File: config.mk
export PLATFORM = sky130hd
export DESIGN_NAME = exStage
export DESIGN_NICKNAME = d
export VERILOG_FILES = /design/src/hw/execPkg.sv /design/src/hw/exStage.sv /design/src/hw/exMemLatch.sv /design/src/hw/execute.sv /design/src/hw/branchCondition.sv /design/src/hw/alu.sv /design/src/hw/claAdder16.sv
export VERILOG_INCLUDE_DIRS = /design/src /design/src/include
export SDC_FILE = /design/constraint.sdc
export NUM_CORES = 1
export LEC_CHECK = 0
export ABC_AREA = 1
export BUFFER_PORTS_ARGS = -buffer_cell sky130_fd_sc_hd__buf_2
export CAP_MARGIN = 20
export CORE_MARGIN = 2
export CORE_UTILIZATION = 30
export DETAILED_ROUTE_END_ITERATION = 10
export PLACE_DENSITY = 0.56
export SYNTH_ARGS = -nofsm -noshare
export SYNTH_HDL_FRONTEND = slang
export SYNTH_SLANG_ARGS = --single-unit
File: constraint.sdc
create_clock -name clk -period 6.65 [get_ports clk]
set_input_delay 0.3325 -clock clk [delete_from_list [all_inputs] [get_ports clk]]
set_output_delay 0.3325 -clock clk [all_outputs]
set_load 0.1 [all_outputs]
File: src/include/execute_settings.svh
/* execute stage settings
   datapath width and offset field widths before sign extension */
`ifndef EXECUTE_SETTINGS_SVH
`define EXECUTE_SETTINGS_SVH

// datapath width, also the PC width
`define EX_WIDTH 16

// short offset field, branches
`define EX_IMM8_W 8

// long offset field, jumps
`define EX_IMM11_W 11

`endif
File: src/hw/execPkg.sv
/* execute stage types
   ALU opcodes, branch/set conditions and forwarding sources */
`default_nettype none

package execPkg;

   // ALU operation select
   typedef enum logic [3:0] {
      OP_ADD  = 4'h0,
      OP_AND  = 4'h1,
      OP_OR   = 4'h2,
      OP_XOR  = 4'h3,
      OP_ROL  = 4'h4,
      OP_SLL  = 4'h5,
      OP_ROR  = 4'h6,
      OP_SRL  = 4'h7,
      // bit reverse of A
      OP_BTR  = 4'h8,
      // A << 8 with low byte of B
      OP_SLBI = 4'h9
   } aluOpT;

   // branch or set condition, evaluated on ALU flags
   typedef enum logic [2:0] {
      COND_NEVER  = 3'd0,
      COND_EQ     = 3'd1,
      COND_NE     = 3'd2,
      COND_LT     = 3'd3,
      COND_GE     = 3'd4,
      COND_LE     = 3'd5,
      COND_CARRY  = 3'd6,
      COND_ALWAYS = 3'd7
   } condT;

   // source field of a forwarding word, 2'b11 reserved
   typedef enum logic [1:0] {
      FWD_ALU  = 2'b00,
      FWD_IMM8 = 2'b01,
      FWD_MEM  = 2'b10
   } fwdSrcT;

endpackage

`default_nettype wire

File: src/hw/exStage.sv
/* exStage: execute stage with its EX/MEM latch
   one clock from inputs to registered outputs */
`timescale 1ns/1ps
`default_nettype none
`include "execute_settings.svh"

module exStage (
   input  logic                   clk,
   input  logic                   rst,
   input  logic                   stall,
   input  logic                   inValid,
   input  logic [`EX_WIDTH-1:0]   incPc,
   input  logic [`EX_WIDTH-1:0]   inA,
   input  logic [`EX_WIDTH-1:0]   inB,
   input  logic [`EX_IMM8_W-1:0]  imm8,
   input  logic [`EX_IMM11_W-1:0] imm11,
   input  logic [`EX_WIDTH-1:0]   x2xAlu,
   input  logic [`EX_WIDTH-1:0]   x2xImm8,
   input  logic [`EX_WIDTH-1:0]   x2xMem,
   input  logic [`EX_WIDTH-1:0]   m2xAlu,
   input  logic [`EX_WIDTH-1:0]   m2xImm8,
   input  logic [`EX_WIDTH-1:0]   m2xMem,
   input  logic [3:0]             fwdA,
   input  logic [3:0]             fwdB,
   input  execPkg::aluOpT         aluOp,
   input  logic                   invA,
   input  logic                   invB,
   input  logic                   cin,
   input  execPkg::condT          cond,
   input  logic                   immSel,
   input  logic                   pcSrcAlu,
   input  logic                   setOp,
   input  logic                   jalSel,
   input  logic                   jumpReg,
   input  logic                   slbiSel,
   output logic                   exValid,
   output logic [`EX_WIDTH-1:0]   exResult,
   output logic [`EX_WIDTH-1:0]   exNextPc,
   output logic [`EX_WIDTH-1:0]   exLinkPc,
   output logic [`EX_WIDTH-1:0]   exAddr
);

   // combinational stage outputs into the latch
   logic [`EX_WIDTH-1:0] aluFinal;
   logic [`EX_WIDTH-1:0] newPc;
   logic [`EX_WIDTH-1:0] linkPc;
   logic [`EX_WIDTH-1:0] aluOut;

   execute i_execute (
      .incPc    (incPc),
      .inA      (inA),
      .inB      (inB),
      .imm8     (imm8),
      .imm11    (imm11),
      .x2xAlu   (x2xAlu),
      .x2xImm8  (x2xImm8),
      .x2xMem   (x2xMem),
      .m2xAlu   (m2xAlu),
      .m2xImm8  (m2xImm8),
      .m2xMem   (m2xMem),
      .fwdA     (fwdA),
      .fwdB     (fwdB),
      .aluOp    (aluOp),
      .invA     (invA),
      .invB     (invB),
      .cin      (cin),
      .cond     (cond),
      .immSel   (immSel),
      .pcSrcAlu (pcSrcAlu),
      .setOp    (setOp),
      .jalSel   (jalSel),
      .jumpReg  (jumpReg),
      .slbiSel  (slbiSel),
      .aluFinal (aluFinal),
      .newPc    (newPc),
      .linkPc   (linkPc),
      .aluOut   (aluOut)
   );

   exMemLatch i_exMemLatch (
      .clk      (clk),
      .rst      (rst),
      .stall    (stall),
      .inValid  (inValid),
      .aluFinal (aluFinal),
      .newPc    (newPc),
      .linkPc   (linkPc),
      .aluOut   (aluOut),
      .exValid  (exValid),
      .exResult (exResult),
      .exNextPc (exNextPc),
      .exLinkPc (exLinkPc),
      .exAddr   (exAddr)
   );

endmodule

`default_nettype wire

File: src/hw/exMemLatch.sv
/* exMemLatch: EX/MEM pipeline register
   loads every edge unless stalled, carries a valid bit */
`timescale 1ns/1ps
`default_nettype none
`include "execute_settings.svh"

module exMemLatch (
   input  logic                 clk,
   input  logic                 rst,
   input  logic                 stall,
   input  logic                 inValid,
   input  logic [`EX_WIDTH-1:0] aluFinal,
   input  logic [`EX_WIDTH-1:0] newPc,
   input  logic [`EX_WIDTH-1:0] linkPc,
   input  logic [`EX_WIDTH-1:0] aluOut,
   output logic                 exValid,
   output logic [`EX_WIDTH-1:0] exResult,
   output logic [`EX_WIDTH-1:0] exNextPc,
   output logic [`EX_WIDTH-1:0] exLinkPc,
   output logic [`EX_WIDTH-1:0] exAddr
);

   // stalled edge keeps the previous item
   always_ff @(posedge clk) begin
      if (rst) begin
         exValid  <= 1'b0;
         exResult <= '0;
         exNextPc <= '0;
         exLinkPc <= '0;
         exAddr   <= '0;
      end else if (!stall) begin
         exValid  <= inValid;
         exResult <= aluFinal;
         exNextPc <= newPc;
         exLinkPc <= linkPc;
         // raw ALU result doubles as memory address
         exAddr   <= aluOut;
      end
   end

   // a stall must freeze every output for the following cycle
   assert property (@(posedge clk) disable iff (rst)
      stall |=> ($stable(exValid) && $stable(exResult) && $stable(exNextPc) &&
                 $stable(exLinkPc) && $stable(exAddr)))
      else $error("exMemLatch: outputs changed across a stalled edge");

endmodule

`default_nettype wire

File: src/hw/execute.sv
/* execute: combinational EX stage, forwarding muxes, ALU, condition,
   branch target adder and next-PC / link / result selection */
`timescale 1ns/1ps
`default_nettype none
`include "execute_settings.svh"

module execute (
   input  logic [`EX_WIDTH-1:0]   incPc,
   input  logic [`EX_WIDTH-1:0]   inA,
   input  logic [`EX_WIDTH-1:0]   inB,
   input  logic [`EX_IMM8_W-1:0]  imm8,
   input  logic [`EX_IMM11_W-1:0] imm11,
   input  logic [`EX_WIDTH-1:0]   x2xAlu,
   input  logic [`EX_WIDTH-1:0]   x2xImm8,
   input  logic [`EX_WIDTH-1:0]   x2xMem,
   input  logic [`EX_WIDTH-1:0]   m2xAlu,
   input  logic [`EX_WIDTH-1:0]   m2xImm8,
   input  logic [`EX_WIDTH-1:0]   m2xMem,
   input  logic [3:0]             fwdA,
   input  logic [3:0]             fwdB,
   input  execPkg::aluOpT         aluOp,
   input  logic                   invA,
   input  logic                   invB,
   input  logic                   cin,
   input  execPkg::condT          cond,
   input  logic                   immSel,
   input  logic                   pcSrcAlu,
   input  logic                   setOp,
   input  logic                   jalSel,
   input  logic                   jumpReg,
   input  logic                   slbiSel,
   output logic [`EX_WIDTH-1:0]   aluFinal,
   output logic [`EX_WIDTH-1:0]   newPc,
   output logic [`EX_WIDTH-1:0]   linkPc,
   output logic [`EX_WIDTH-1:0]   aluOut
);

   import execPkg::*;

   localparam int W = `EX_WIDTH;

   logic [W-1:0] opA;
   logic [W-1:0] opB;
   logic         zeroFlag;
   logic         oflFlag;
   logic         carryFlag;
   logic         signFlag;
   logic         taken;
   logic [W-1:0] imm8Ext;
   logic [W-1:0] imm11Ext;
   logic [W-1:0] tgtBase;
   logic [W-1:0] tgtOffset;
   logic [W-1:0] target;
   logic [W-1:0] jmpPc;

   // bit 3 enable, bit 2 stage (0 EX/MEM, 1 MEM/WB), bits 1:0 source
   function automatic logic [W-1:0] pickOperand(input logic [3:0] ctrl,
                                                input logic [W-1:0] dflt);
      fwdSrcT       src;
      logic [W-1:0] fwdVal;
      src = fwdSrcT'(ctrl[1:0]);
      case (src)
         FWD_ALU:  fwdVal = ctrl[2] ? m2xAlu : x2xAlu;
         FWD_IMM8: fwdVal = ctrl[2] ? m2xImm8 : x2xImm8;
         FWD_MEM:  fwdVal = ctrl[2] ? m2xMem : x2xMem;
         default:  fwdVal = dflt;
      endcase
      return ctrl[3] ? fwdVal : dflt;
   endfunction

   assign opA = pickOperand(fwdA, inA);
   // B falls back to its own operand
   assign opB = pickOperand(fwdB, inB);

   alu i_alu (
      .inA    (opA),
      .inB    (opB),
      .cIn    (cin),
      .invA   (invA),
      .invB   (invB),
      .op     (aluOp),
      .result (aluOut),
      .zero   (zeroFlag),
      .ofl    (oflFlag),
      .carry  (carryFlag),
      .sign   (signFlag)
   );

   branchCondition i_branchCondition (
      .cond  (cond),
      .zero  (zeroFlag),
      .ofl   (oflFlag),
      .carry (carryFlag),
      .sign  (signFlag),
      .taken (taken)
   );

   // offsets are signed
   assign imm8Ext  = {{(W-`EX_IMM8_W){imm8[`EX_IMM8_W-1]}}, imm8};
   assign imm11Ext = {{(W-`EX_IMM11_W){imm11[`EX_IMM11_W-1]}}, imm11};

   assign tgtBase   = pcSrcAlu ? aluOut : incPc;
   assign tgtOffset = immSel ? imm11Ext : imm8Ext;

   // target only, flags not needed
   claAdder16 i_targetAdder (
      .a    (tgtBase),
      .b    (tgtOffset),
      .cIn  (1'b0),
      .sum  (target),
      .cOut (),
      .ofl  ()
   );

   assign jmpPc  = taken ? target : incPc;
   assign linkPc = jalSel ? incPc : jmpPc;
   // slbi wins, then register jump
   assign newPc  = slbiSel ? incPc : (jumpReg ? aluOut : jmpPc);

   assign aluFinal = setOp ? {{(W-1){1'b0}}, taken} : aluOut;

   // hazard unit must never enable a reserved source
   always_comb begin
      assert (!(fwdA[3] && (fwdA[1:0] == 2'b11)) && !(fwdB[3] && (fwdB[1:0] == 2'b11)))
         else $error("execute: enabled forwarding word with reserved source 2'b11");
   end

endmodule

`default_nettype wire

File: src/hw/branchCondition.sv
/* branchCondition: evaluates a branch or set condition
   from the ALU flags of a subtraction */
`timescale 1ns/1ps
`default_nettype none

module branchCondition (
   input  execPkg::condT cond,
   input  logic          zero,
   input  logic          ofl,
   input  logic          carry,
   input  logic          sign,
   output logic          taken
);

   import execPkg::*;

   // signed less-than of A - B
   logic lessThan;

   assign lessThan = sign ^ ofl;

   always_comb begin
      case (cond)
         COND_NEVER:  taken = 1'b0;
         COND_EQ:     taken = zero;
         COND_NE:     taken = ~zero;
         COND_LT:     taken = lessThan;
         COND_GE:     taken = ~lessThan;
         // LT or equal
         COND_LE:     taken = lessThan | zero;
         COND_CARRY:  taken = carry;
         COND_ALWAYS: taken = 1'b1;
         default:     taken = 1'b0;
      endcase
   end

endmodule

`default_nettype wire

File: src/hw/alu.sv
/* 16-bit ALU with add, logic, shift, rotate, bit-reverse and SLBI
   optional operand inversion, result plus zero/ofl/carry/sign flags */
`timescale 1ns/1ps
`default_nettype none
`include "execute_settings.svh"

module alu (
   input  logic [`EX_WIDTH-1:0] inA,
   input  logic [`EX_WIDTH-1:0] inB,
   input  logic                 cIn,
   input  logic                 invA,
   input  logic                 invB,
   input  execPkg::aluOpT       op,
   output logic [`EX_WIDTH-1:0] result,
   output logic                 zero,
   output logic                 ofl,
   output logic                 carry,
   output logic                 sign
);

   import execPkg::*;

   localparam int W = `EX_WIDTH;
   // 4-bit shift amount for 16 bits
   localparam int SHW = $clog2(W);

   // operands after optional inversion
   logic [W-1:0]   aIn;
   logic [W-1:0]   bIn;
   logic [W-1:0]   addSum;
   logic           addCout;
   logic           addOfl;
   logic [SHW-1:0] shAmt;
   // rotates taken from one half of A doubled up
   logic [2*W-1:0] rolWide;
   logic [2*W-1:0] rorWide;
   logic [W-1:0]   revA;

   assign aIn = invA ? ~inA : inA;
   assign bIn = invB ? ~inB : inB;

   // subtraction is invB plus cIn
   claAdder16 i_adder (
      .a    (aIn),
      .b    (bIn),
      .cIn  (cIn),
      .sum  (addSum),
      .cOut (addCout),
      .ofl  (addOfl)
   );

   assign shAmt   = bIn[SHW-1:0];
   assign rolWide = {aIn, aIn} << shAmt;
   assign rorWide = {aIn, aIn} >> shAmt;

   // msb to lsb swap
   always_comb begin
      for (int i = 0; i < W; i++) begin
         revA[i] = aIn[W-1-i];
      end
   end

   always_comb begin
      case (op)
         OP_ADD:  result = addSum;
         OP_AND:  result = aIn & bIn;
         OP_OR:   result = aIn | bIn;
         OP_XOR:  result = aIn ^ bIn;
         OP_ROL:  result = rolWide[2*W-1:W];
         OP_SLL:  result = aIn << shAmt;
         OP_ROR:  result = rorWide[W-1:0];
         OP_SRL:  result = aIn >> shAmt;
         OP_BTR:  result = revA;
         // low byte of B into the vacated byte
         OP_SLBI: result = {aIn[W-9:0], bIn[7:0]};
         default: result = '0;
      endcase
   end

   // carry and overflow only mean something for the adder
   assign carry = (op == OP_ADD) ? addCout : 1'b0;
   assign ofl   = (op == OP_ADD) ? addOfl : 1'b0;
   assign sign  = result[W-1];
   assign zero  = ~|result;

   // lookahead sum and carry against a plain add
   always_comb begin
      assert ((op != OP_ADD) ||
              ({carry, result} == ({1'b0, aIn} + {1'b0, bIn} + {{W{1'b0}}, cIn})))
         else $error("alu: adder sum or carry differs from a plain add");
   end

endmodule

`default_nettype wire

File: src/hw/claAdder16.sv
/* claAdder16: two-level carry-lookahead adder
   four 4-bit groups, carry-out and signed overflow */
`timescale 1ns/1ps
`default_nettype none
`include "execute_settings.svh"

module claAdder16 (
   input  logic [`EX_WIDTH-1:0] a,
   input  logic [`EX_WIDTH-1:0] b,
   input  logic                 cIn,
   output logic [`EX_WIDTH-1:0] sum,
   output logic                 cOut,
   output logic                 ofl
);

   localparam int W = `EX_WIDTH;
   // four groups of four bits
   localparam int NGRP = W / 4;

   // per-bit generate/propagate
   logic [W-1:0] g;
   logic [W-1:0] p;
   // carry into each bit
   logic [W-1:0] c;
   // group generate/propagate
   logic [NGRP-1:0] grpG;
   logic [NGRP-1:0] grpP;
   // carry into each group, top entry is the carry-out
   logic [NGRP:0] grpC;

   assign g = a & b;
   assign p = a ^ b;

   // first level: carries inside a group from its group carry-in
   for (genvar i = 0; i < NGRP; i++) begin : gGroup
      logic [3:0] gs;
      logic [3:0] ps;
      logic       ci;

      assign gs = g[4*i +: 4];
      assign ps = p[4*i +: 4];
      assign ci = grpC[i];

      assign c[4*i]   = ci;
      assign c[4*i+1] = gs[0] | (ps[0] & ci);
      assign c[4*i+2] = gs[1] | (ps[1] & gs[0]) | (ps[1] & ps[0] & ci);
      assign c[4*i+3] = gs[2] | (ps[2] & gs[1]) | (ps[2] & ps[1] & gs[0])
                      | (ps[2] & ps[1] & ps[0] & ci);

      // group terms, independent of carry-in
      assign grpG[i] = gs[3] | (ps[3] & gs[2]) | (ps[3] & ps[2] & gs[1])
                     | (ps[3] & ps[2] & ps[1] & gs[0]);
      assign grpP[i] = &ps;
   end

   // second level: group carries straight from cIn
   assign grpC[0] = cIn;
   assign grpC[1] = grpG[0] | (grpP[0] & cIn);
   assign grpC[2] = grpG[1] | (grpP[1] & grpG[0]) | (grpP[1] & grpP[0] & cIn);
   assign grpC[3] = grpG[2] | (grpP[2] & grpG[1]) | (grpP[2] & grpP[1] & grpG[0])
                  | (grpP[2] & grpP[1] & grpP[0] & cIn);
   assign grpC[4] = grpG[3] | (grpP[3] & grpG[2]) | (grpP[3] & grpP[2] & grpG[1])
                  | (grpP[3] & grpP[2] & grpP[1] & grpG[0])
                  | (grpP[3] & grpP[2] & grpP[1] & grpP[0] & cIn);

   assign sum  = p ^ c;
   assign cOut = grpC[NGRP];
   // signed overflow: carry into msb differs from carry out
   assign ofl  = c[W-1] ^ cOut;

endmodule

`default_nettype wire

==> impl_results.html, run 1 <==
<table>
<tr><th>Metric</th><th>Value</th></tr>
<tr><th colspan="2">Logic synthesis</th></tr>
<tr><td>Synthesized netlist net count</td><td>roughly 2100</td></tr>
<tr><td>Most common library cells after synthesis</td><td>510 x sky130_fd_sc_hd__nand2_1, 253 x sky130_fd_sc_hd__nand3_1, 233 x sky130_fd_sc_hd__inv_1, 158 x sky130_fd_sc_hd__a21oi_1, 135 x sky130_fd_sc_hd__o21ai_0</td></tr>
<tr><td>Number of flops mapped to enable cells by yosys</td><td>0</td></tr>
<tr><td>Largest area contributor in the synthesized netlist</td><td>sky130_fd_sc_hd__nand2_1</td></tr>
<tr><td>Dominant cells by area after synthesis</td><td>sky130_fd_sc_hd__nand2_1 18%, sky130_fd_sc_hd__dfxtp_1 12%, sky130_fd_sc_hd__nand3_1 12%</td></tr>
<tr><td>Leading cell type by number of instances after synthesis</td><td>sky130_fd_sc_hd__nand2_1</td></tr>
<tr><td>Number of register bits inferred by synthesis</td><td>between 60 and 70</td></tr>
<tr><td>Area share of the largest cell type after synthesis</td><td>a little under a fifth</td></tr>
<tr><td>Main flop type after synthesis</td><td>sky130_fd_sc_hd__dfxtp_1</td></tr>
<tr><td>YS warnings</td><td>0</td></tr>
<tr><td>Mapped cell area</td><td>around 11000 sq um</td></tr>
<tr><td>Async S/R FF share, synth</td><td>0%</td></tr>
<tr><td>Avg Cell Area, Syn</td><td>approximately 5.6 sq um</td></tr>
<tr><td>Synthesized netlist cell count</td><td>1882</td></tr>
<tr><td>Number of distinct standard cells referenced by the synthesized netlist</td><td>just over 50</td></tr>
<tr><td>Share of synthesized area occupied by flip-flops and latches</td><td>between 10% and 20%</td></tr>
<tr><th colspan="2">Clock network</th></tr>
<tr><td>CTS Buf Count</td><td>9</td></tr>
<tr><td>Worst-skew pair later-pin latency</td><td>approximately 0.33 ns</td></tr>
<tr><td>H-tree depth</td><td>3</td></tr>
<tr><td>Cell at the root of the clock tree</td><td>sky130_fd_sc_hd__clkbuf_16</td></tr>
<tr><td>Count of hold buffers inserted by post-cts repair</td><td>0</td></tr>
<tr><td>Clock transition at the registers of the reported paths</td><td>0.06 ns</td></tr>
<tr><td>Clock tree from TritonCTS</td><td>done</td></tr>
<tr><td>CTS Buffer Depth</td><td>2</td></tr>
<tr><td>TritonCTS sink count</td><td>65</td></tr>
<tr><th colspan="2">Worst setup path</th></tr>
<tr><td>Maximum fanout along the worst path</td><td>25</td></tr>
<tr><td>Largest stage delay on the critical path</td><td>~0.51 ns</td></tr>
<tr><td>Critical path startpoint category</td><td>input port</td></tr>
<tr><td>Critical path data arrival time</td><td>~6.3 ns</td></tr>
<tr><td>Master of the slowest instance on the critical path</td><td>sky130_fd_sc_hd__fa_1</td></tr>
<tr><td>Crit path required time</td><td>6.87 ns</td></tr>
<tr><td>Crit end category</td><td>flop</td></tr>
<tr><td>Worst setup path class</td><td>input port to flop</td></tr>
<tr><td>Most frequent cell on the critical path</td><td>sky130_fd_sc_hd__nand2_1</td></tr>
<tr><th colspan="2">Power and ir drop</th></tr>
<tr><td>Static Leak</td><td>0.00663 uW</td></tr>
<tr><td>Internal power contribution</td><td>1190 uW</td></tr>
<tr><td>Switching power total</td><td>around 1300 uW</td></tr>
<tr><td>Sequential share of power</td><td>17.8%</td></tr>
<tr><td>Net switching share of the total power</td><td>between 50% and 60%</td></tr>
<tr><td>Worst supply voltage drop on vdd</td><td>~0.00015 V</td></tr>
<tr><td>PD cells</td><td>around 200 nW/um^2</td></tr>
<tr><td>Part of the total power dissipated in the clock network</td><td>between 20% and 30%</td></tr>
<tr><td>Share of total power in combinational logic</td><td>about three fifths</td></tr>
<tr><th colspan="2">Routing</th></tr>
<tr><td>Detailed-route vias per instance</td><td>roughly 5.2</td></tr>
<tr><td>Total Wirelength</td><td>between 40000 and 50000 um</td></tr>
<tr><td>Count of unresolved DRC violations after routing</td><td>0</td></tr>
<tr><td>Router iterations before antenna repair</td><td>7</td></tr>
<tr><td>Initial DRC Count</td><td>roughly 1400</td></tr>
<tr><td>Antenna violation net count after detailed routing</td><td>0</td></tr>
<tr><td>DR vias</td><td>between 10000 and 15000</td></tr>
<tr><td>Post-detailed-route wirelength per cell</td><td>~17 um</td></tr>
<tr><th colspan="2">Place</th></tr>
<tr><td>Number of port buffers</td><td>~260</td></tr>
<tr><td>HPWL Detailed</td><td>36000 um</td></tr>
<tr><td>Post-DP Area</td><td>approximately 12000 sq um</td></tr>
<tr><td>Placer's final routability congestion estimate</td><td>1.04</td></tr>
<tr><th colspan="2">Floorplan</th></tr>
<tr><td>Initial core utilization</td><td>between 30 and 40%</td></tr>
<tr><td>Core box area</td><td>34500 sq um</td></tr>
<tr><td>Die outline width</td><td>between 150 and 200 um</td></tr>
<tr><td>Die outline height</td><td>between 150 and 200 um</td></tr>
<tr><td>Full die area</td><td>approximately 37000 sq um</td></tr>
<tr><td>Number of ports placed on the die boundary</td><td>~260</td></tr>
<tr><td>Number of standard-cell rows in the floorplan</td><td>about 70</td></tr>
<tr><th colspan="2">Final layout</th></tr>
<tr><td>Final standard cell area without fillers</td><td>12500 sq um</td></tr>
<tr><td>Share of post-route cells with drive strength above 1</td><td>roughly 20%</td></tr>
<tr><td>Nets</td><td>2345</td></tr>
<tr><td>Layout Area Growth over Synthesis</td><td>18.5%</td></tr>
<tr><td>Antenna cell count</td><td>0</td></tr>
<tr><th colspan="2">STA</th></tr>
<tr><td>Hold Fails Final Rpt</td><td>0</td></tr>
<tr><td>Setup Viol. Count Final</td><td>0</td></tr>
<tr><td>Upper clock frequency limit</td><td>roughly 160 MHz</td></tr>
<tr><td>Period utilisation layout</td><td>about nine tenths</td></tr>
<tr><td>Layout Skew</td><td>0 ns</td></tr>
<tr><td>RSZ-0062 raised after global routing</td><td>no</td></tr>
<tr><td>Time the final worst path needs with I/O delays and setup</td><td>slightly above 6 ns</td></tr>
<tr><td>Slew HR</td><td>approximately 37%</td></tr>
<tr><td>Setup TNS</td><td>0 ns</td></tr>
<tr><td>Tightest Pin Transition</td><td>~0.95 ns</td></tr>
<tr><td>Number of slew-limit violations in the final report</td><td>0</td></tr>
<tr><th colspan="2">GRT</th></tr>
<tr><td>Vias in the first global route</td><td>12300</td></tr>
<tr><td>Wire length of the first global-routing pass</td><td>~68000 um</td></tr>
<tr><td>Total GRT Usage</td><td>a little under a quarter</td></tr>
<tr><td>Initial antenna violation count</td><td>0</td></tr>
<tr><td>Largest net degree at the start of global routing</td><td>65</td></tr>
<tr><td>Total grt overflow</td><td>0</td></tr>
<tr><th colspan="2">Hold path</th></tr>
<tr><td>Min-delay worst type</td><td>input port to flop</td></tr>
<tr><th colspan="2">Job</th></tr>
<tr><td>Max-Cap Viols</td><td>0</td></tr>
<tr><th colspan="2">Status</th></tr>
<tr><td>Result of the run</td><td>finished clean</td></tr>
</table>
==> power groups by stage <==
stage	logic (uW)	clock network (uW)	registers, uW
3_5_place_dp	1500	0	449
4_1_cts	1510	516	441
5_1_grt	1670	537	443
6_report	1530	508	440
3_3_place_gp	1510	0	448
2_1_floorplan	876	0	671
==> cells in the final DEF, fill, tap and decap left out, types with 8 or more instances in the layout <==
master | synthesis | final
sky130_fd_sc_hd__nand2_1 | 510 | 510
sky130_fd_sc_hd__buf_2 | 26 | 255
sky130_fd_sc_hd__nand3_1 | 253 | 253
sky130_fd_sc_hd__inv_1 | 233 | 233
sky130_fd_sc_hd__a21oi_1 | 158 | 158
sky130_fd_sc_hd__o21ai_0 | 135 | 135
sky130_fd_sc_hd__nor2_1 | 94 | 94
sky130_fd_sc_hd__dfxtp_1 | 65 | 65
sky130_fd_sc_hd__ha_1 | 47 | 47
sky130_fd_sc_hd__nand2_2 | 46 | 46
sky130_fd_sc_hd__buf_4 | 15 | 44
sky130_fd_sc_hd__nand4_1 | 37 | 37
sky130_fd_sc_hd__xor2_1 | 22 | 22
sky130_fd_sc_hd__or2_1 | 19 | 19
sky130_fd_sc_hd__o21ai_1 | 18 | 18
sky130_fd_sc_hd__o21ai_2 | 14 | 14
sky130_fd_sc_hd__nor2_2 | 13 | 13
sky130_fd_sc_hd__nand3_2 | 12 | 12
sky130_fd_sc_hd__nor3_1 | 10 | 10
sky130_fd_sc_hd__o22ai_1 | 10 | 10
sky130_fd_sc_hd__o21bai_1 | 10 | 10
sky130_fd_sc_hd__inv_2 | 9 | 9
sky130_fd_sc_hd__clkbuf_16 | 0 | 9
sky130_fd_sc_hd__o2111ai_1 | 8 | 8
sky130_fd_sc_hd__o211ai_1 | 8 | 8
sky130_fd_sc_hd__fa_1 | 8 | 8
==> worst paths after layout <==
| path | start | to | slack (ns) | depth (start not counted) |
|---|---|---|---|---|
| worst min-delay path | inValid | i_exMemLatch.exValid$_SDFFE_PP0N_ | 0.24 | 3 |
| worst min register to register | i_exMemLatch.exResult[13]$_SDFFE_PP0N_ | i_exMemLatch.exResult[13]$_SDFFE_PP0N_ | 0.46 | 2 |
| worst max-delay path | fwdB[2] | i_exMemLatch.exNextPc[13]$_SDFFE_PP0N_ | 0.54 | 37 |
| worst max register to register | i_exMemLatch.exNextPc[8]$_SDFFE_PP0N_ | i_exMemLatch.exNextPc[8]$_SDFFE_PP0N_ | 5.91 | 2 |
==> worst max-delay path: cells and delay by family <==
kind / cells / cell delay [ns]
adders and majority gates: 4 / 1.62
buffers and inverters: 7 / 0.94
AOI/OAI and AO/OA: 10 / 1.52
and+or+nand+nor: 14 / 1.35
xor gates and xnor gates: 2 / 0.52
==> per-layer routing <==
metal	GRT usage, %	part of all wire, %	up-vias
li1	-	-	6610
met1	32.3	43	6036
met2	38.0	45	611
met3	4.20	8.3	101
met4	8.70	3.8	0
met5	0.412	0	-
==> flip-flops by register name, summed over array words and instances, names as in the netlist <==
register and count:
i_exMemLatch.exAddr 16, i_exMemLatch.exLinkPc 16, i_exMemLatch.exNextPc 16, i_exMemLatch.exResult 16, i_exMemLatch.exValid 1
==> per-stage QoR <==
step	setup slack (ns)	utilization, %	instances	hold slack [ns]	total power (uW)
floorplan	0.892	-	1882	0.473	1550
global placement	0.203	35.1	2543	0.453	1960
detailed placement	0.209	35.1	2543	0.455	1950
CTS	0.538	36.1	2559	0.242	2460
global route	0.00273	36.1	2559	0.282	2650
finish	0.544	36.1	2559	0.245	2480
==> area by class of cell <==
class	instances	area, sq um
sequential	65	1300
tap	455	569
fill	3879	22100
timing repair buffer	301	1650
clock inverter	7	95.1
multi-input combinational	1477	7710
clock buffer	9	225
inverter	245	920
==> cells by family after synthesis <==
kind of cell	Yosys count	share of synthesized area [%]
flops	65	12.4
simple gates	1011	43.5
fa+ha+maj	55	7.11
compound gates	383	20.2
buf+inv	340	14.4
xor+xnor	28	2.33
==> timing repair <==
item	in CTS	in global routing
hold endpoints to repair	0	0
setup buffers	0	0
setup endpoints to repair	0	4
resized for setup	0	1
Note: power is estimated with default switching activity, not from simulation.
==> run 2: changes to the inputs <==
ABC_AREA = unset   (was 1)
CTS_BUF_LIST = sky130_fd_sc_hd__clkbuf_8   (was unset)
==> impl_results.html, run 2 <==
<table>
<tr><th>Metric</th><th>Value</th></tr>
<tr><th colspan="2">Power and ir drop</th></tr>
<tr><td>Worst supply voltage drop on vdd</td><td>0.000128 V</td></tr>
<tr><td>Sequential share of power</td><td>between 10% and 20%</td></tr>
<tr><td>Internal power contribution</td><td>about 1500 uW</td></tr>
<tr><td>Switching power total</td><td>1490 uW</td></tr>
<tr><td>PD cells</td><td>roughly 210 nW/um^2</td></tr>
<tr><td>Share of total power in combinational logic</td><td>72.8%</td></tr>
<tr><td>Part of the total power dissipated in the clock network</td><td>between 10% and 20%</td></tr>
<tr><td>Static Leak</td><td>roughly 0.0065 uW</td></tr>
<tr><td>Net switching share of the total power</td><td>50.5%</td></tr>
<tr><th colspan="2">Status</th></tr>
<tr><td>Result of the run</td><td>finished clean</td></tr>
<tr><th colspan="2">Final layout</th></tr>
<tr><td>Share of post-route cells with drive strength above 1</td><td>36.5%</td></tr>
<tr><td>Final standard cell area without fillers</td><td>between 10000 and 15000 sq um</td></tr>
<tr><td>Layout Area Growth over Synthesis</td><td>37.5%</td></tr>
<tr><td>Nets</td><td>between 2000 and 2500</td></tr>
<tr><td>Most common library cell in the layout ignoring fill and taps</td><td>sky130_fd_sc_hd__buf_2</td></tr>
<tr><td>Final non-filler cell total</td><td>between 2000 and 2500</td></tr>
<tr><td>Commonest cells after routing, fill and taps aside</td><td>248 x sky130_fd_sc_hd__buf_2, 227 x sky130_fd_sc_hd__buf_4, 187 x sky130_fd_sc_hd__nor2_1</td></tr>
<tr><th colspan="2">Floorplan</th></tr>
<tr><td>Full die area</td><td>36200 sq um</td></tr>
<tr><td>Number of ports placed on the die boundary</td><td>256</td></tr>
<tr><td>Initial core utilization</td><td>between 30% and 40%</td></tr>
<tr><td>Die outline height</td><td>about 190 um</td></tr>
<tr><td>Die outline width</td><td>approximately 190 um</td></tr>
<tr><td>Number of standard-cell rows in the floorplan</td><td>just under 70</td></tr>
<tr><td>Core box area</td><td>34400 sq um</td></tr>
<tr><th colspan="2">Place</th></tr>
<tr><td>Placer's final routability congestion estimate</td><td>0.996</td></tr>
<tr><td>Post-DP Area</td><td>~14000 sq um</td></tr>
<tr><td>Cell count after placement</td><td>~2200</td></tr>
<tr><td>Number of port buffers</td><td>about 260</td></tr>
<tr><td>HPWL Detailed</td><td>37200 um</td></tr>
<tr><th colspan="2">Logic synthesis</th></tr>
<tr><td>Number of register bits inferred by synthesis</td><td>65</td></tr>
<tr><td>Number of distinct standard cells referenced by the synthesized netlist</td><td>approximately 110</td></tr>
<tr><td>Most common library cells after synthesis</td><td>190 x sky130_fd_sc_hd__nor2_1, 114 x sky130_fd_sc_hd__a21oi_1, 109 x sky130_fd_sc_hd__mux2i_1, 69 x sky130_fd_sc_hd__nand2_1, 65 x sky130_fd_sc_hd__dfxtp_1</td></tr>
<tr><td>Main flop type after synthesis</td><td>sky130_fd_sc_hd__dfxtp_1</td></tr>
<tr><td>Number of flops mapped to enable cells by yosys</td><td>0</td></tr>
<tr><td>Share of synthesized area occupied by flip-flops and latches</td><td>between 10% and 20%</td></tr>
<tr><td>Synthesized netlist cell count</td><td>between 1000 and 1500</td></tr>
<tr><td>Synthesized netlist net count</td><td>roughly 1600</td></tr>
<tr><td>Async S/R FF share, synth</td><td>0%</td></tr>
<tr><td>Area share of the largest cell type after synthesis</td><td>between 10% and 20%</td></tr>
<tr><td>Avg Cell Area, Syn</td><td>around 7.6 sq um</td></tr>
<tr><td>Dominant cells by area after synthesis</td><td>sky130_fd_sc_hd__dfxtp_1 13%, sky130_fd_sc_hd__mux2i_1 10%, sky130_fd_sc_hd__nor2_1 6.9%</td></tr>
<tr><td>Mapped cell area</td><td>slightly above 10000 sq um</td></tr>
<tr><td>YS warnings</td><td>0</td></tr>
<tr><td>Largest area contributor in the synthesized netlist</td><td>sky130_fd_sc_hd__dfxtp_1</td></tr>
<tr><td>Leading cell type by number of instances after synthesis</td><td>sky130_fd_sc_hd__nor2_1</td></tr>
<tr><th colspan="2">Clock network</th></tr>
<tr><td>Clock transition at the registers of the reported paths</td><td>~0.08 ns</td></tr>
<tr><td>CTS Buffer Depth</td><td>2</td></tr>
<tr><td>TritonCTS sink count</td><td>between 60 and 70</td></tr>
<tr><td>Clock tree from TritonCTS</td><td>done</td></tr>
<tr><td>CTS Buf Count</td><td>9</td></tr>
<tr><td>Worst-skew pair later-pin latency</td><td>around 0.36 ns</td></tr>
<tr><td>Cell at the root of the clock tree</td><td>sky130_fd_sc_hd__clkbuf_8</td></tr>
<tr><td>H-tree depth</td><td>3</td></tr>
<tr><th colspan="2">GRT</th></tr>
<tr><td>Vias in the first global route</td><td>~12000</td></tr>
<tr><td>Wire length of the first global-routing pass</td><td>approximately 70000 um</td></tr>
<tr><td>Total grt overflow</td><td>0</td></tr>
<tr><td>Total GRT Usage</td><td>24.8%</td></tr>
<tr><td>Largest net degree at the start of global routing</td><td>between 60 and 70</td></tr>
<tr><td>Initial antenna violation count</td><td>1</td></tr>
<tr><th colspan="2">STA</th></tr>
<tr><td>Setup TNS</td><td>0 ns</td></tr>
<tr><td>Upper clock frequency limit</td><td>between 150 and 200 MHz</td></tr>
<tr><td>Setup Viol. Count Final</td><td>0</td></tr>
<tr><td>Tightest Pin Transition</td><td>0.764 ns</td></tr>
<tr><td>Number of slew-limit violations in the final report</td><td>0</td></tr>
<tr><td>Time the final worst path needs with I/O delays and setup</td><td>~6.4 ns</td></tr>
<tr><td>Worst hold margin</td><td>0.198 ns</td></tr>
<tr><td>Hold Fails Final Rpt</td><td>0</td></tr>
<tr><td>Layout Skew</td><td>0 ns</td></tr>
<tr><td>Slew HR</td><td>48.9%</td></tr>
<tr><td>RSZ-0062 raised after global routing</td><td>yes</td></tr>
<tr><td>Period utilisation layout</td><td>96.9%</td></tr>
<tr><th colspan="2">Worst setup path</th></tr>
<tr><td>Crit path required time</td><td>just under 7 ns</td></tr>
<tr><td>Most frequent cell on the critical path</td><td>sky130_fd_sc_hd__a21o_1</td></tr>
<tr><td>Master of the slowest instance on the critical path</td><td>sky130_fd_sc_hd__mux4_2</td></tr>
<tr><td>Maximum fanout along the worst path</td><td>9</td></tr>
<tr><td>Critical path data arrival time</td><td>6.76 ns</td></tr>
<tr><td>Worst setup path class</td><td>input port to flop</td></tr>
<tr><td>Register-to-register setup slack</td><td>~6 ns</td></tr>
<tr><td>Crit end category</td><td>flop</td></tr>
<tr><td>Critical path startpoint category</td><td>input port</td></tr>
<tr><td>Largest stage delay on the critical path</td><td>around 0.48 ns</td></tr>
<tr><th colspan="2">Routing</th></tr>
<tr><td>Antenna violation net count after detailed routing</td><td>0</td></tr>
<tr><td>Detailed-route vias per instance</td><td>5.73</td></tr>
<tr><td>DR vias</td><td>roughly 13000</td></tr>
<tr><td>Router iterations before antenna repair</td><td>5</td></tr>
<tr><td>Count of unresolved DRC violations after routing</td><td>0</td></tr>
<tr><td>Total Wirelength</td><td>approximately 47000 um</td></tr>
<tr><td>Post-detailed-route wirelength per cell</td><td>between 20 and 25 um</td></tr>
<tr><td>Initial DRC Count</td><td>~1200</td></tr>
<tr><th colspan="2">Hold path</th></tr>
<tr><td>Min-delay worst type</td><td>input port to flop</td></tr>
<tr><th colspan="2">Job</th></tr>
<tr><td>Max-Cap Viols</td><td>0</td></tr>
</table>
## run 2: metrics by stage
step / util [%] / setup WS, ns / power (uW)
after global routing: 41.6 / -0.0333 / 3110
after CTS: 40.4 / 0.0000826 / 2870
final: 41.6 / 0.208 / 2940
after global placement: 39.7 / -0.391 / 2480
after detailed placement: 39.7 / -0.566 / 2490
after floorplan: - / -0.381 / 1730
## run 2: cell families after synthesis
| logic type | count (synthesis) | synth area share, % |
|---|---|---|
| flops | 65 | 12.5 |
| fa+ha+maj | 55 | 7.20 |
| compound gates | 471 | 31.3 |
| mux | 168 | 19.8 |
| simple gates | 388 | 17.7 |
| buf+inv | 175 | 7.23 |
| xor+xnor | 49 | 4.20 |
## run 2: layout make-up
class | instances | area, sq um
Clock inverter | 7 | 83.8
Antenna cell | 1 | 2.50
Fill cell | 3559 | 20100
Inverter | 65 | 249
Tap cell | 455 | 569
Clock buffer | 9 | 124
Multi-Input combinational cell | 1132 | 8680
Timing Repair Buffer | 497 | 3290
Sequential cell | 65 | 1300
## run 2: metal layers
layer	up-vias	wire, um	GRT usage [%]
li1	5954	-	-
met1	6081	19800	33.1
met2	637	21700	41.5
met3	105	3610	3.54
met4	0	1570	7.45
met5	-	0	0
## run 2: worst max-delay path: cells and delay by family
| family | cells | cell delay, ns |
|---|---|---|
| buffers and inverters | 5 | 0.49 |
| AOI/OAI and AO/OA | 17 | 2.95 |
| and+or+nand+nor | 5 | 0.92 |
| muxes | 2 | 0.65 |
| adders and majority gates | 4 | 1.39 |
## run 2: final timing paths
kind,start,endpoint,cells past startpoint
min reg2reg,i_exMemLatch.exAddr[3]$_SDFFE_PP0N_,i_exMemLatch.exAddr[3]$_SDFFE_PP0N_,2
max,fwdB[2],i_exMemLatch.exNextPc[12]$_SDFFE_PP0N_,33
min,inValid,i_exMemLatch.exValid$_SDFFE_PP0N_,3
max reg2reg,i_exMemLatch.exNextPc[13]$_SDFFE_PP0N_,i_exMemLatch.exNextPc[13]$_SDFFE_PP0N_,3
## run 2: power by group through the flow
stage          combinational (uW)  clock (uW)  sequential (uW)
2_1_floorplan                1040           0              687
3_3_place_gp                 2030           0              449
3_5_place_dp                 2040           0              450
4_1_cts                      2060         366              441
5_1_grt                      2280         387              444
6_report                     2140         360              441
## run 2: repair_timing
| item | in CTS | in global routing |
|---|---|---|
| hold endpoints to repair | 0 | 0 |
| setup buffers | 3 | 13 |
| hold buffers | 0 | 0 |
| endpoints found under the setup margin | 19 | 33 |
| pin swaps | 3 | 42 |
| cloned | 0 | 3 |
| resized for setup | 6 | 58 |
